==> src/av_params.svh <==
`ifndef AV_PARAMS_SVH
`define AV_PARAMS_SVH

// Panel timing for the 480x272 TFT on the 10 MHz pixel clock
// Phase lengths are sized to the phase timer count width

// Horizontal phases in pixel clocks
`define AV_H_SYNC   9'd41
`define AV_H_BACK   9'd2
`define AV_H_ACTIVE 9'd480
`define AV_H_FRONT  9'd2

// Vertical phases in lines
`define AV_V_SYNC   9'd10
`define AV_V_BACK   9'd2
`define AV_V_ACTIVE 9'd272
`define AV_V_FRONT  9'd2

// Phase timer count width, wide enough for the 480 clock active phase
`define AV_TIMER_W 9

// Pixel coordinate width, covers both 480 columns and 272 rows
`define AV_COORD_W 9

// Colour word as 8 bits each of red, green and blue
`define AV_RGB_W 24

// Audio sample width and default PWM resolution
`define AV_PWM_W 8

`endif
==> src/av_pkg.sv <==
package av_pkg;

`include "av_params.svh"

	// Timing phase of one axis, in the order the panel walks through them
	typedef enum logic [1:0] {
		PH_SYNC,
		PH_BACK,
		PH_ACTIVE,
		PH_FRONT
	} tft_phase_e;

	// Pixel source selection
	typedef enum logic [1:0] {
		PAT_SOLID,
		PAT_BARS,
		PAT_CHECKER,
		PAT_GRAD
	} pattern_e;

	// Panel control lines
	// hsync and vsync are active low
	typedef struct packed {
		logic disp;
		logic de;
		logic vsync;
		logic hsync;
	} tft_sync_t;

	// Position of the current pixel in the active area
	typedef struct packed {
		logic [`AV_COORD_W-1:0] x;
		logic [`AV_COORD_W-1:0] y;
	} pixel_pos_t;

endpackage

==> src/nes_av_top.sv <==
`timescale 1ns/10ps

`include "av_params.svh"

module nes_av_top (
	input  logic                 clk,
	input  logic                 rst_n,
	input  av_pkg::pattern_e     pattern,
	input  logic [`AV_RGB_W-1:0] color,
	input  logic [7:0]           audio,
	input  logic                 audio_en,
	output logic [`AV_RGB_W-1:0] tft_rgb,
	output av_pkg::tft_sync_t    tft_sync,
	output logic                 aout
);

	// Panel timing
	tft_phase_fsm u_tft_phase_fsm (
		.clk   (clk),
		.rst_n (rst_n),
		.sync  (tft_sync)
	);

	// Pixel colour, aligned with de
	tft_pixel_source u_tft_pixel_source (
		.clk     (clk),
		.rst_n   (rst_n),
		.sync    (tft_sync),
		.pattern (pattern),
		.color   (color),
		.rgb     (tft_rgb)
	);

	// Audio output
	apu_pwm #(
		.N (8)
	) u_apu_pwm (
		.clk   (clk),
		.rst_n (rst_n),
		.en    (audio_en),
		.cmp   (audio),
		.q     (aout)
	);

endmodule

==> src/apu_pwm.sv <==
`timescale 1ns/10ps

`include "av_params.svh"

module apu_pwm #(
	parameter int N = `AV_PWM_W
) (
	input  logic         clk,
	input  logic         rst_n,
	input  logic         en,
	input  logic [N-1:0] cmp,
	output logic         q
);

	logic [N-1:0] cnt;

	// Free-running ramp, one period every 2**N clocks
	always_ff @(posedge clk) begin
		if (!rst_n) begin
			cnt <= '0;
		end else begin
			cnt <= cnt + 1'b1;
		end
	end

	// High for cmp clocks of each period
	// A zero sample never goes high
	always_ff @(posedge clk) begin
		if (!rst_n) begin
			q <= 1'b0;
		end else begin
			q <= en && (cnt < cmp);
		end
	end

endmodule

==> src/tft_pixel_source.sv <==
`timescale 1ns/10ps

`include "av_params.svh"

module tft_pixel_source (
	input  logic                 clk,
	input  logic                 rst_n,
	input  av_pkg::tft_sync_t    sync,
	input  av_pkg::pattern_e     pattern,
	input  logic [`AV_RGB_W-1:0] color,
	output logic [`AV_RGB_W-1:0] rgb
);

	import av_pkg::*;

	pixel_pos_t             pos;
	logic                   de_q;
	logic                   de_fall;
	logic [`AV_COORD_W-1:0] bar_idx;
	logic                   checker_on;
	logic [`AV_RGB_W-1:0]   pat_rgb;

	// End of an active line
	assign de_fall = de_q & ~sync.de;

	// Previous data enable
	always_ff @(posedge clk) begin
		if (!rst_n) begin
			de_q <= 1'b0;
		end else begin
			de_q <= sync.de;
		end
	end

	// Column counts through the active run and drops back outside it
	always_ff @(posedge clk) begin
		if (!rst_n) begin
			pos.x <= '0;
		end else if (sync.de) begin
			pos.x <= pos.x + 1'b1;
		end else begin
			pos.x <= '0;
		end
	end

	// Row steps once per active line
	// Held at zero through vertical sync
	always_ff @(posedge clk) begin
		if (!rst_n) begin
			pos.y <= '0;
		end else if (!sync.vsync) begin
			pos.y <= '0;
		end else if (de_fall) begin
			pos.y <= pos.y + 1'b1;
		end
	end

	// Eight bars of 60 columns each
	assign bar_idx = pos.x / 9'd60;

	// 16 pixel squares
	assign checker_on = pos.x[4] ^ pos.y[4];

	// Colour for the selected pattern
	always_comb begin
		case (pattern)
			PAT_SOLID: begin
				pat_rgb = color;
			end
			PAT_BARS: begin
				pat_rgb = {{8{bar_idx[2]}}, {8{bar_idx[1]}}, {8{bar_idx[0]}}};
			end
			PAT_CHECKER: begin
				pat_rgb = {`AV_RGB_W{checker_on}};
			end
			default: begin
				// Red ramps across, green ramps down
				pat_rgb = {pos.x[8:1], pos.y[8:1], 8'h00};
			end
		endcase
	end

	// Black outside the active area
	assign rgb = sync.de ? pat_rgb : '0;

endmodule

==> src/tft_phase_fsm.sv <==
`timescale 1ns/10ps

`include "av_params.svh"

module tft_phase_fsm (
	input  logic               clk,
	input  logic               rst_n,
	output av_pkg::tft_sync_t  sync
);

	import av_pkg::*;

	tft_phase_e             h_state;
	tft_phase_e             v_state;
	logic [`AV_TIMER_W-1:0] h_len;
	logic [`AV_TIMER_W-1:0] v_len;
	logic                   h_expire;
	logic                   v_expire;
	logic                   line_end;
	logic                   disp_q;

	// Phase that follows the given one on either axis
	function automatic tft_phase_e next_phase(input tft_phase_e ph);
		tft_phase_e nxt;
		case (ph)
			PH_SYNC:   nxt = PH_BACK;
			PH_BACK:   nxt = PH_ACTIVE;
			PH_ACTIVE: nxt = PH_FRONT;
			default:   nxt = PH_SYNC;
		endcase
		return nxt;
	endfunction

	// Horizontal phase length in clocks
	always_comb begin
		case (h_state)
			PH_SYNC:   h_len = `AV_H_SYNC;
			PH_BACK:   h_len = `AV_H_BACK;
			PH_ACTIVE: h_len = `AV_H_ACTIVE;
			default:   h_len = `AV_H_FRONT;
		endcase
	end

	// Vertical phase length in lines
	always_comb begin
		case (v_state)
			PH_SYNC:   v_len = `AV_V_SYNC;
			PH_BACK:   v_len = `AV_V_BACK;
			PH_ACTIVE: v_len = `AV_V_ACTIVE;
			default:   v_len = `AV_V_FRONT;
		endcase
	end

	// A line ends when the horizontal front porch runs out
	assign line_end = h_expire & (h_state == PH_FRONT);

	// Pixel clock pacing
	phase_timer u_h_timer (
		.clk    (clk),
		.rst_n  (rst_n),
		.en     (1'b1),
		.length (h_len),
		.expire (h_expire)
	);

	// Line pacing
	phase_timer u_v_timer (
		.clk    (clk),
		.rst_n  (rst_n),
		.en     (line_end),
		.length (v_len),
		.expire (v_expire)
	);

	// Phase state registers
	always_ff @(posedge clk) begin
		if (!rst_n) begin
			h_state <= PH_SYNC;
			v_state <= PH_SYNC;
		end else begin
			if (h_expire) begin
				h_state <= next_phase(h_state);
			end
			if (v_expire) begin
				v_state <= next_phase(v_state);
			end
		end
	end

	// Panel enable comes up once reset is gone
	always_ff @(posedge clk) begin
		if (!rst_n) begin
			disp_q <= 1'b0;
		end else begin
			disp_q <= 1'b1;
		end
	end

	// Decode of the state registers
	always_comb begin
		sync.disp  = disp_q;
		sync.de    = (h_state == PH_ACTIVE) && (v_state == PH_ACTIVE);
		sync.vsync = (v_state != PH_SYNC);
		sync.hsync = (h_state != PH_SYNC);
	end

endmodule

==> src/phase_timer.sv <==
`timescale 1ns/10ps

`include "av_params.svh"

module phase_timer (
	input  logic                   clk,
	input  logic                   rst_n,
	input  logic                   en,
	input  logic [`AV_TIMER_W-1:0] length,
	output logic                   expire
);

	logic [`AV_TIMER_W-1:0] count;
	logic                   at_last;

	// Last tick of the phase
	assign at_last = (count == length - 1'b1);

	// Pulse on the enabled tick that ends the phase
	assign expire = en & at_last;

	// Count enabled ticks
	// The count returns to zero at the end of the phase so the
	// following phase starts fresh with its own length
	always_ff @(posedge clk) begin
		if (!rst_n) begin
			count <= '0;
		end else if (en) begin
			if (at_last) begin
				count <= '0;
			end else begin
				count <= count + 1'b1;
			end
		end
	end

endmodule

==> config.mk <==
export PLATFORM = sky130hd
export DESIGN_NAME = nes_av_top
export DESIGN_NICKNAME = d
export VERILOG_FILES = /design/src/av_pkg.sv /design/src/nes_av_top.sv /design/src/apu_pwm.sv /design/src/tft_pixel_source.sv /design/src/tft_phase_fsm.sv /design/src/phase_timer.sv
export VERILOG_INCLUDE_DIRS = /design/src
export SDC_FILE = /design/constraint.sdc
export NUM_CORES = 1
export LEC_CHECK = 0
export BUFFER_PORTS_ARGS = -buffer_cell sky130_fd_sc_hd__buf_2
export CAP_MARGIN = 5
export CORE_MARGIN = 3
export CORE_UTILIZATION = 42
export CTS_CLUSTER_DIAMETER = 50
export DETAILED_ROUTE_END_ITERATION = 6
export PLACE_DENSITY = 0.69
export SYNTH_ARGS = -nofsm -noshare
export SYNTH_HDL_FRONTEND = slang
export SYNTH_HIERARCHICAL = 1
export SYNTH_SLANG_ARGS = --single-unit
==> constraint.sdc <==
create_clock -name clk -period 5.5 [get_ports clk]
set_input_delay 1.375 -clock clk [delete_from_list [all_inputs] [get_ports clk]]
set_output_delay 1.375 -clock clk [all_outputs]
set_load 0.02 [all_outputs]
==> flow_metrics.py, run 1 <==
metrics = {
    "status": {
        "status": "completed",
    },
    "timing": {
        "drv_slew": 0,
        "fmax_mhz": 223,
        "finalHoldViolations": 0,
        "worst_pin_slew_ns": 0.814,
        "hold_slack_ns": 0.481,
        "tns_ns": 0,
        "final.min_clock_period_ns": 4.48,
        "setup_viol": 0,
        "worst_slack_ns": 1.02,
        "finalCritPeriodShare": 0.815,
        "rsz0062_at_grt": "false",
        "slew-limit-headroom": 0.457,
        "clock_skew_ns": 0.00652,
    },
    "clock_tree": {
        "post_cts_buffers": 0,
        "cts.hold.buffers_added": 0,
        "ctsResizeCount": 0,
        "cts_tree": "done",
        "clockRootBuffer": "clkbuf_8",
        "clk_latency_ns": 0.30,
        "h-tree-depth": 2,
        "cts_buffer_depth": 2,
        "clk_pin_slew_ns": 0.09,
        "cts_buffers": 5,
        "clkSinkCount": 51,
    },
    "worst_setup_path": {
        "timing.critical_path.mode_cell": "inv_1",
        "cp-end-kind": "flip-flop",
        "cp.required_ns": 5.70,
        "worstSetupPathType": "reg2reg",
        "critPathMaxFanout": 11,
        "start_kind": "flip-flop",
        "cpMaxStageDelayCell": "or4_1",
        "worstSetupStartpoint": "u_tft_phase_fsm/h_state[1]",
        "rr_startpoint": "u_tft_phase_fsm/h_state[1]",
        "cp.arrival_ns": 4.69,
        "cp_slowest_stage_delay_ns": 0.69,
        "path_cells": "inv_1 > ha_1 > nor2_1 > inv_1 > ha_1 > xnor2_1 > a211oi_2 > o211ai_1 > or4_1 > nor4_1 > and2_2 > inv_1 > nor4_1 > mux2i_1 > nor2b_1",
    },
    "power": {
        "switching_power_w": 0.000163,
        "power_density_nw_per_um2": 151,
        "comb_power_share": 0.094,
        "pwr-share-seq": 0.556,
        "swShare": 0.241,
        "p_leak_nw": 1.89,
        "ir_worst_vdd_mv": 0.126,
        "internal-power_w": 0.000515,
        "clockPowerShare": 0.350,
    },
    "final_layout": {
        "drive_above_1_share": 0.189,
        "utilization": 0.506,
        "num-nets-final": 615,
        "instances_no_fill": 663,
        "area_growth_pct": 14.3,
        "antenna_cells": 0,
    },
    "floorplan": {
        "die_w_um": 103,
        "initial_core_util": 0.443,
        "io_pins": 66,
        "design.core.area_sq_um": 8890,
        "die-area_sq_um": 10600,
        "rows": 34,
        "die_h_um": 103,
    },
    "global_route": {
        "grt_max_degree": 22,
        "grt_overflow_total": 0,
        "grt_pass1_vias": 3219,
        "grt_first_pass_wirelength_um": 14200,
        "grt.total_usage": 0.160,
        "grt_antenna_before_repair": 0,
    },
    "synthesis": {
        "synthFlopType": "dfxtp_1",
        "syn_area_sq_um": 3940,
        "synthTopCellsByArea": "dfxtp_1 (26%), ha_1 (7.6%), xor2_1 (6.7%)",
        "synth_top_area_share": 0.259,
        "syn_avg_cell_area_sq_um": 8.39,
        "synthDistinctLibCells": 69,
        "ys_seq_elements": 51,
        "synth_edf_count": 0,
        "yosysTopAreaCell": "dfxtp_1",
        "synthCells": 469,
        "ys_warn_count": 6,
        "ys_seq_area_frac": 0.259,
        "async_flop_share": 0,
    },
    "routing": {
        "drt-vias-per-instance": 5.28,
        "drt_iter0_drc": 157,
        "via_count": 3503,
        "avgRoutedWirePerCell_um": 12.7,
        "wirelength_um": 8430,
        "drtPass1Iterations": 4,
        "antenna_left": 0,
        "drc_errors": 0,
    },
    "place": {
        "dp_hpwl_um": 6490,
        "dp.cells": 655,
        "numPortBuffers": 65,
        "globalplace.congestion": 0.850,
        "pre_cts_ws_ns": 0.986,
    },
    "job": {
        "max_cap_viol_count": 0,
    },
    "hold_path": {
        "holdCritStartpoint": "u_apu_pwm/cnt[0]",
        "min_path_type": "reg2reg",
    },
}
-- per-layer routing --
metal  vias to the layer above  global-route usage  share of wire
met1                      1598               0.208           0.48
met3                         9              0.0264          0.052
met5                         -                   0              0
li1                       1797                   -              -
met2                        99               0.278           0.46
met4                         0              0.0408         0.0083
-- metrics by stage --
step                      power, W  instance area (sq um)
after floorplan           0.000426                   4070
after global placement    0.000446                   4400
after detailed placement  0.000448                   4400
after CTS                 0.000688                   4500
after global routing      0.000710                   4500
final                     0.000678                   4500
-- power groups by stage --
stage	clock, W	combinational (W)	sequential, W
2_1_floorplan	0	0.0000413	0.000385
3_3_place_gp	0	0.0000604	0.000386
3_5_place_dp	0	0.0000621	0.000386
4_1_cts	0.000248	0.0000626	0.000377
5_1_grt	0.000260	0.0000722	0.000378
6_report	0.000237	0.0000636	0.000377
-- critical path: cells and delay by family, from the launching register on --
kind	cells	cell delay, ns
simple gates	6	2.38
fa+ha+maj	2	0.61
flops	1	0.41
compound gates	2	0.32
buf+inv	3	0.29
mux	1	0.24
xor+xnor	1	0.14
-- kinds of logic (layout without fill, tap and decap cells) --
family                   Yosys count  after routing  synth area share
AO/OA/AOI/OAI                    104            104             0.223
XOR/XNOR                          58             58             0.131
adder cells (fa/ha/maj)           25             25            0.0791
buffers and inverters             56            107            0.0661
flip-flops                        51             51             0.259
multiplexers                       4              4            0.0114
other                              2             37           0.00191
AND/OR/NAND/NOR                  169            169             0.228
-- worst paths after layout --
kind                                     end  slack (ns)  depth (start not counted)
setup / recovery  u_tft_phase_fsm/v_state[1]        1.02                         15
hold / removal              u_apu_pwm/cnt[0]        0.48                          1
setup reg to reg  u_tft_phase_fsm/v_state[1]        1.02                         15
hold reg to reg             u_apu_pwm/cnt[0]        0.48                          1
-- final cells by class --
| cell class | count | area (sq um) |
|---|---|---|
| multi-input combinational | 397 | 2790 |
| clock buffer | 7 | 96.3 |
| sequential | 51 | 1020 |
| timing repair buffer | 65 | 325 |
| fill | 856 | 4390 |
| tap | 108 | 135 |
| inverter | 34 | 128 |
| clock inverter | 1 | 7.51 |
-- cells in the mapped netlist, types with 3 or more instances --
| cell type | count |
|---|---|
| clkbuf_1 | 5 |
| ha_1 | 24 |
| inv_1 | 34 |
| mux2i_1 | 3 |
| nand3b_1 | 3 |
| o21a_1 | 3 |
| a211oi_1 | 7 |
| o211ai_1 | 4 |
| a31oi_1 | 10 |
| o31ai_1 | 3 |
| buf_4 | 6 |
| o32ai_1 | 5 |
| nand3_1 | 13 |
| nor3_1 | 10 |
| nand2_1 | 35 |
| a21oi_1 | 16 |
| nand4_1 | 8 |
| a311o_1 | 6 |
| nand2b_1 | 3 |
| nor2b_1 | 7 |
| xor2_1 | 30 |
| nor2_1 | 45 |
| xnor2_1 | 27 |
| nand4bb_1 | 3 |
| and2_1 | 10 |
| dfxtp_1 | 51 |
| buf_2 | 7 |
| and2b_1 | 3 |
| o21ai_0 | 15 |
| nor4_1 | 3 |
| o311ai_0 | 6 |
| and3_1 | 6 |
| o221a_2 | 8 |
-- layout by cell type (no fill, tap or decap), types with 13 or more instances in the layout --
cell     instances
buf_2           65
conb_1          37
xor2_1          30
a21oi_1         16
ha_1            24
dfxtp_1         51
nor2_1          45
xnor2_1         27
nand2_1         35
o21ai_0         15
inv_1           34
nand3_1         13
-- sequential cells by signal, summed over array words and instances, names as in the netlist --
signal / cells
u_tft_phase_fsm/h_state: 2
u_tft_phase_fsm/u_v_timer/count: 9
u_apu_pwm/q: 1
u_tft_phase_fsm/v_state: 2
u_tft_pixel_source/pos: 18
u_tft_phase_fsm/u_h_timer/count: 9
u_apu_pwm/cnt: 8
u_tft_pixel_source/de_q: 1
u_tft_phase_fsm/disp_q: 1
Note: power is estimated with default switching activity, not from simulation.
==> run 2: changes to the inputs <==
ABC_AREA = 1   (was default)
PLACE_DENSITY = 0.72   (was 0.69)
clock period = 4.1 ns   (was 5.5 ns; I/O delays follow)
==> run 2 against run 1 <==
- via count up 12%
- critical path depth down 7
- final cell count up 33%
- sequential share of layout area down 0.58 points
- global-route usage up 0.27 points
- non-clock buffer count up 1
- final area up 2.6%
- utilization up 0.84 points
- flip-flop and latch count unchanged
- register-to-register slack worse by 0.20 ns
- wire length down 2.8%
- largest cell class unchanged
- highest routed layer unchanged
==> flow_metrics.py, run 2 <==
metrics = {
    "final_layout": {
        "final_common_cell": "nand2_1",
        "largest_reg_flops": 18,
        "drive_above_1_share": 0.135,
        "top_regs": "u_tft_pixel_source/pos (18), u_tft_phase_fsm/u_h_timer/count (9), u_tft_phase_fsm/u_v_timer/count (9)",
        "top_register": "u_tft_pixel_source/pos",
        "area_growth_pct": 16.0,
        "fin_area_sq_um": 4620,
        "final_cell_mix": "nand2_1 (165), inv_1 (128), nor2_1 (100)",
        "antenna_cells": 0,
        "num-nets-final": 814,
    },
    "timing": {
        "final.min_clock_period_ns": 3.40,
        "setup_viol": 0,
        "drv_slew": 0,
        "fmax_mhz": 294,
        "rsz0062_at_grt": "false",
        "tns_ns": 0,
        "slew-limit-headroom": 0.456,
        "finalCritPeriodShare": 0.829,
        "finalHoldViolations": 0,
        "worst_pin_slew_ns": 0.815,
        "clock_skew_ns": 0.00473,
    },
    "hold_path": {
        "min_path_type": "reg2reg",
        "holdCritStartpoint": "u_apu_pwm/cnt[0]",
    },
    "worst_setup_path": {
        "start_kind": "input port",
        "critPathMaxFanout": 16,
        "cp.required_ns": 3.07,
        "cp.arrival_ns": 2.37,
        "worstSetupStartpoint": "pattern[1]",
        "path_cells": "buf_2 > nor2_1 > buf_4 > a21oi_1 > nand2_1 > o211ai_1 > inv_1 > buf_2",
        "cpMaxStageDelayCell": "nor2_1",
        "cp-end-kind": "primary output",
        "timing.critical_path.mode_cell": "buf_2",
        "rr_startpoint": "u_tft_phase_fsm/h_state[0]",
        "cp_slowest_stage_delay_ns": 0.43,
        "worstSetupPathType": "in2out",
    },
    "routing": {
        "drt_iter0_drc": 88,
        "via_count": 3931,
        "drtPass1Iterations": 4,
        "avgRoutedWirePerCell_um": 9.31,
        "drc_errors": 0,
        "wirelength_um": 8190,
        "drt-vias-per-instance": 4.47,
        "antenna_left": 0,
    },
    "synthesis": {
        "synthDistinctLibCells": 34,
        "synthTopCellsByArea": "dfxtp_1 (26%), nand2_1 (16%), inv_1 (12%)",
        "synth_commonest_cells": "nand2_1 (165), inv_1 (128), nor2_1 (100)",
        "syn_avg_cell_area_sq_um": 5.99,
        "syn_area_sq_um": 3980,
        "yosysTopAreaCell": "dfxtp_1",
        "ys_warn_count": 6,
        "async_flop_share": 0,
        "synthFlopType": "dfxtp_1",
        "ys_seq_elements": 51,
        "ys_seq_area_frac": 0.256,
        "yosysMostFrequentCell": "nand2_1",
        "synthCells": 665,
        "synth_top_area_share": 0.256,
        "synth_edf_count": 0,
    },
    "clock_tree": {
        "h-tree-depth": 2,
        "post_cts_buffers": 0,
        "cts_tree": "done",
        "cts_buffers": 5,
        "ctsResizeCount": 0,
        "clkSinkCount": 51,
        "clk_latency_ns": 0.30,
        "cts_buffer_depth": 2,
        "cts.hold.buffers_added": 0,
        "clockRootBuffer": "clkbuf_8",
        "clk_pin_slew_ns": 0.09,
    },
    "floorplan": {
        "die-area_sq_um": 10700,
        "die_w_um": 103,
        "die_h_um": 103,
        "rows": 34,
        "initial_core_util": 0.444,
        "io_pins": 66,
        "design.core.area_sq_um": 8980,
    },
    "job": {
        "max_cap_viol_count": 0,
    },
    "power": {
        "p_leak_nw": 2.50,
        "power_density_nw_per_um2": 206,
        "ir_worst_vdd_mv": 0.147,
    },
    "status": {
        "status": "completed",
    },
    "place": {
        "globalplace.congestion": 0.860,
        "place_area_sq_um": 4500,
        "dp_hpwl_um": 6720,
        "numPortBuffers": 65,
    },
    "global_route": {
        "grt_first_pass_wirelength_um": 14700,
        "grt.total_usage": 0.163,
        "grt_pass1_vias": 3655,
        "grt_max_degree": 28,
        "grt_overflow_total": 0,
        "grt_antenna_before_repair": 0,
    },
}
run 2: logic make-up after synthesis:
kind of cell | Yosys count | synth area share
other | 2 | 0.00189
AO/OA/AOI/OAI | 73 | 0.102
adder cells (fa/ha/maj) | 24 | 0.0754
flip-flops | 51 | 0.256
XOR/XNOR | 20 | 0.0440
buffers and inverters | 142 | 0.140
AND/OR/NAND/NOR | 353 | 0.380
run 2: stage by stage:
step | util | power (W) | setup WS, ns | hold slack, ns | instances
after floorplan | - | 0.000577 | 1.13 | 0.417 | 692
after global placement | 0.502 | 0.000604 | 0.777 | 0.434 | 872
after detailed placement | 0.502 | 0.000608 | 0.716 | 0.448 | 872
after CTS | 0.514 | 0.000967 | 0.714 | 0.463 | 880
after global routing | 0.514 | 0.00100 | 0.305 | 0.487 | 880
final | 0.514 | 0.000951 | 0.702 | 0.458 | 880
run 2: critical path, delay by kind of cell:
kind	cells	cell delay, ns
simple gates	2	0.51
buf+inv	4	0.67
compound gates	2	0.17
run 2: layout make-up:
class | count | area (sq um)
clock inverters | 3 | 46.3
repair buffers | 66 | 333
multi-input cells | 499 | 2500
well taps | 126 | 158
clock buffers | 5 | 68.8
inverters | 130 | 488
flip-flops and latches | 51 | 1020
fillers | 923 | 4360
run 2: metal layers:
| layer | GRT usage | wire length, um | vias to the layer above | share of wire |
|---|---|---|---|---|
| li1 | - | - | 2185 | - |
| met1 | 0.204 | 3920 | 1690 | 0.48 |
| met2 | 0.288 | 3970 | 50 | 0.48 |
| met3 | 0.0322 | 246 | 6 | 0.030 |
| met4 | 0.0398 | 59 | 0 | 0.0072 |
| met5 | 0 | 0 | - | 0 |
run 2: power breakdown:
group | total [W] | internal [W] | switching, W
clock | 0.000354 | 0.000184 | 0.000171
sequential | 0.000506 | 0.000500 | 0.00000527
combinational | 0.0000907 | 0.0000376 | 0.0000530
total | 0.000951 | 0.000722 | 0.000229
run 2: path summary, 6_finish.rpt:
| path | end | slack, ns | depth (start not counted) |
|---|---|---|---|
| worst max register to register | u_tft_phase_fsm/u_v_timer/count[7] | 0.82 | 22 |
| worst max-delay path | tft_rgb[23] | 0.70 | 8 |
| worst min register to register | u_apu_pwm/cnt[0] | 0.46 | 1 |
| worst min-delay path | u_apu_pwm/cnt[0] | 0.46 | 1 |
==> run 3: changes to the inputs <==
PLACE_DENSITY = 0.69   (was 0.72)
clock period = 3.5 ns   (was 4.1 ns; I/O delays follow)
==> run 3 against run 2 <==
- non-clock buffer count is 3 higher
- utilization up 0.24 points
- via count up 1.7%
- power rose by 13%
- global-route usage down 0.14 points
- wire length increased by 4.5%
- final cell count rose by 0.34%
- final area up 0.46%
- clock power rose by 5%
- clock skew rose by 0.0015 ns
- largest cell class unchanged
- largest power group unchanged
==> flow_metrics.py, run 3 (synthesized netlist as in run 2, its figures left out) <==
metrics = {
    "timing": {
        "finalCritPeriodShare": 0.892,
        "clock_skew_ns": 0.00622,
        "final.min_clock_period_ns": 3.12,
        "rsz0062_at_grt": "false",
        "setup_viol": 0,
        "hold_slack_ns": 0.462,
        "finalHoldViolations": 0,
        "drv_slew": 0,
        "worst_pin_slew_ns": 0.607,
        "slew-limit-headroom": 0.595,
        "tns_ns": 0,
        "fmax_mhz": 320,
    },
    "floorplan": {
        "die-area_sq_um": 10700,
        "die_h_um": 103,
        "initial_core_util": 0.444,
        "design.core.area_sq_um": 8980,
        "die_w_um": 103,
        "rows": 34,
        "io_pins": 66,
    },
    "global_route": {
        "grt_max_degree": 19,
        "grt.total_usage": 0.162,
        "grt_pass1_vias": 3502,
        "grt_antenna_before_repair": 0,
        "grt_first_pass_wirelength_um": 14500,
        "grt_overflow_total": 0,
    },
    "final_layout": {
        "top_register": "u_tft_pixel_source/pos",
        "antenna_cells": 0,
        "top_regs": "u_tft_pixel_source/pos (18), u_tft_phase_fsm/u_h_timer/count (9), u_tft_phase_fsm/u_v_timer/count (9)",
        "area_growth_pct": 16.5,
        "drive_above_1_share": 0.151,
        "largest_reg_flops": 18,
        "num-nets-final": 817,
        "final_cell_mix": "nand2_1 (165), inv_1 (127), nor2_1 (99)",
        "final_common_cell": "nand2_1",
    },
    "worst_setup_path": {
        "critPathMaxFanout": 8,
        "cp_slowest_stage_delay_ns": 0.36,
        "timing.critical_path.mode_cell": "nand2_1",
        "cpMaxStageDelayCell": "dfxtp_2",
        "cp.arrival_ns": 2.25,
        "cp.required_ns": 2.62,
        "path_cells": "nand2_1 > nor2_1 > nor2_1 > nand3_1 > nand2_1 > nand2_1 > nand2_1 > nand2_1 > nand2_1 > nand2_2 > a21oi_1 > o21ai_0 > nand2_1 > inv_1 > buf_2",
        "cp-end-kind": "primary output",
        "worstSetupPathType": "reg2out",
        "start_kind": "flip-flop",
    },
    "clock_tree": {
        "h-tree-depth": 2,
        "clkSinkCount": 51,
        "clk_latency_ns": 0.31,
        "cts_buffers": 5,
        "clockRootBuffer": "clkbuf_8",
        "cts_tree": "done",
        "cts.hold.buffers_added": 0,
        "clk_pin_slew_ns": 0.11,
        "ctsResizeCount": 0,
        "cts_buffer_depth": 2,
        "post_cts_buffers": 0,
    },
    "power": {
        "power_density_nw_per_um2": 231,
        "p_leak_nw": 2.51,
        "ir_worst_vdd_mv": 0.179,
    },
    "status": {
        "status": "completed",
    },
    "job": {
        "max_cap_viol_count": 0,
    },
    "routing": {
        "antenna_left": 0,
        "drc_errors": 0,
        "drt-vias-per-instance": 4.53,
        "drt_iter0_drc": 150,
        "drtPass1Iterations": 5,
        "wirelength_um": 8560,
        "avgRoutedWirePerCell_um": 9.70,
        "via_count": 3998,
    },
    "place": {
        "dp_hpwl_um": 7020,
        "globalplace.congestion": 0.870,
        "numPortBuffers": 65,
    },
    "hold_path": {
        "min_path_type": "reg2reg",
    },
}
==> run 3: cell count changes in the layout (fill, tap and decap cells not counted), moves of 2 or more <==
cell | previous run | this run
buf_4 | 1 | 4
clkinv_4 | 0 | 2
dfxtp_1 | 51 | 46
dfxtp_2 | 0 | 5
==> run 3: worst max-delay path: cells and delay by family (launching register included) <==
kind	cells	cell delay, ns
and+or+nand+nor	11	1.07
DFF	1	0.36
buffers and inverters	2	0.19
AOI/OAI and AO/OA	2	0.30
==> run 3: layout make-up <==
| class | instances | area (sq um) |
|---|---|---|
| Clock buffer | 5 | 68.8 |
| Tap cell | 126 | 158 |
| Multi-Input combinational cell | 499 | 2510 |
| Clock inverter | 3 | 28.8 |
| Timing Repair Buffer | 69 | 355 |
| Fill cell | 958 | 4340 |
| Sequential cell | 51 | 1030 |
| Inverter | 130 | 488 |
==> run 3: path summary, 6_finish.rpt <==
path                               from                                 end  slack (ns)  cells past startpoint
max          u_tft_pixel_source/pos[14]                          tft_rgb[8]        0.38                     15
min                    u_apu_pwm/cnt[0]                    u_apu_pwm/cnt[0]        0.46                      1
max reg2reg  u_tft_phase_fsm/h_state[0]  u_tft_phase_fsm/u_v_timer/count[7]        0.49                     21
min reg2reg            u_apu_pwm/cnt[0]                    u_apu_pwm/cnt[0]        0.46                      1
==> run 3: report_power, final <==
group | switching, W | internal [W]
Sequential | 0.00000663 | 0.000586
Clock | 0.000221 | 0.000149
Combinational | 0.0000633 | 0.0000456
Total | 0.000291 | 0.000781
==> run 3: metal layers <==
metal / vias to the layer above / GRT usage / part of all wire
li1: 2194 / - / -
met1: 1752 / 0.212 / 0.48
met2: 45 / 0.281 / 0.49
met3: 7 / 0.0168 / 0.026
met4: 0 / 0.0458 / 0.0096
met5: - / 0 / 0
==> run 3: metrics by stage <==
| stage | std cells | total power (W) | utilization | cell area [sq um] | setup WS, ns |
|---|---|---|---|---|---|
| final | 883 | 0.00107 | 0.517 | 4640 | 0.377 |
| after detailed placement | 875 | 0.000715 | 0.504 | 4530 | 0.254 |
| after global routing | 883 | 0.00113 | 0.517 | 4640 | 0.0171 |
| after CTS | 883 | 0.00109 | 0.515 | 4620 | 0.232 |
| after floorplan | 692 | 0.000676 | - | 4080 | 0.635 |
| after global placement | 875 | 0.000711 | 0.504 | 4530 | 0.427 |
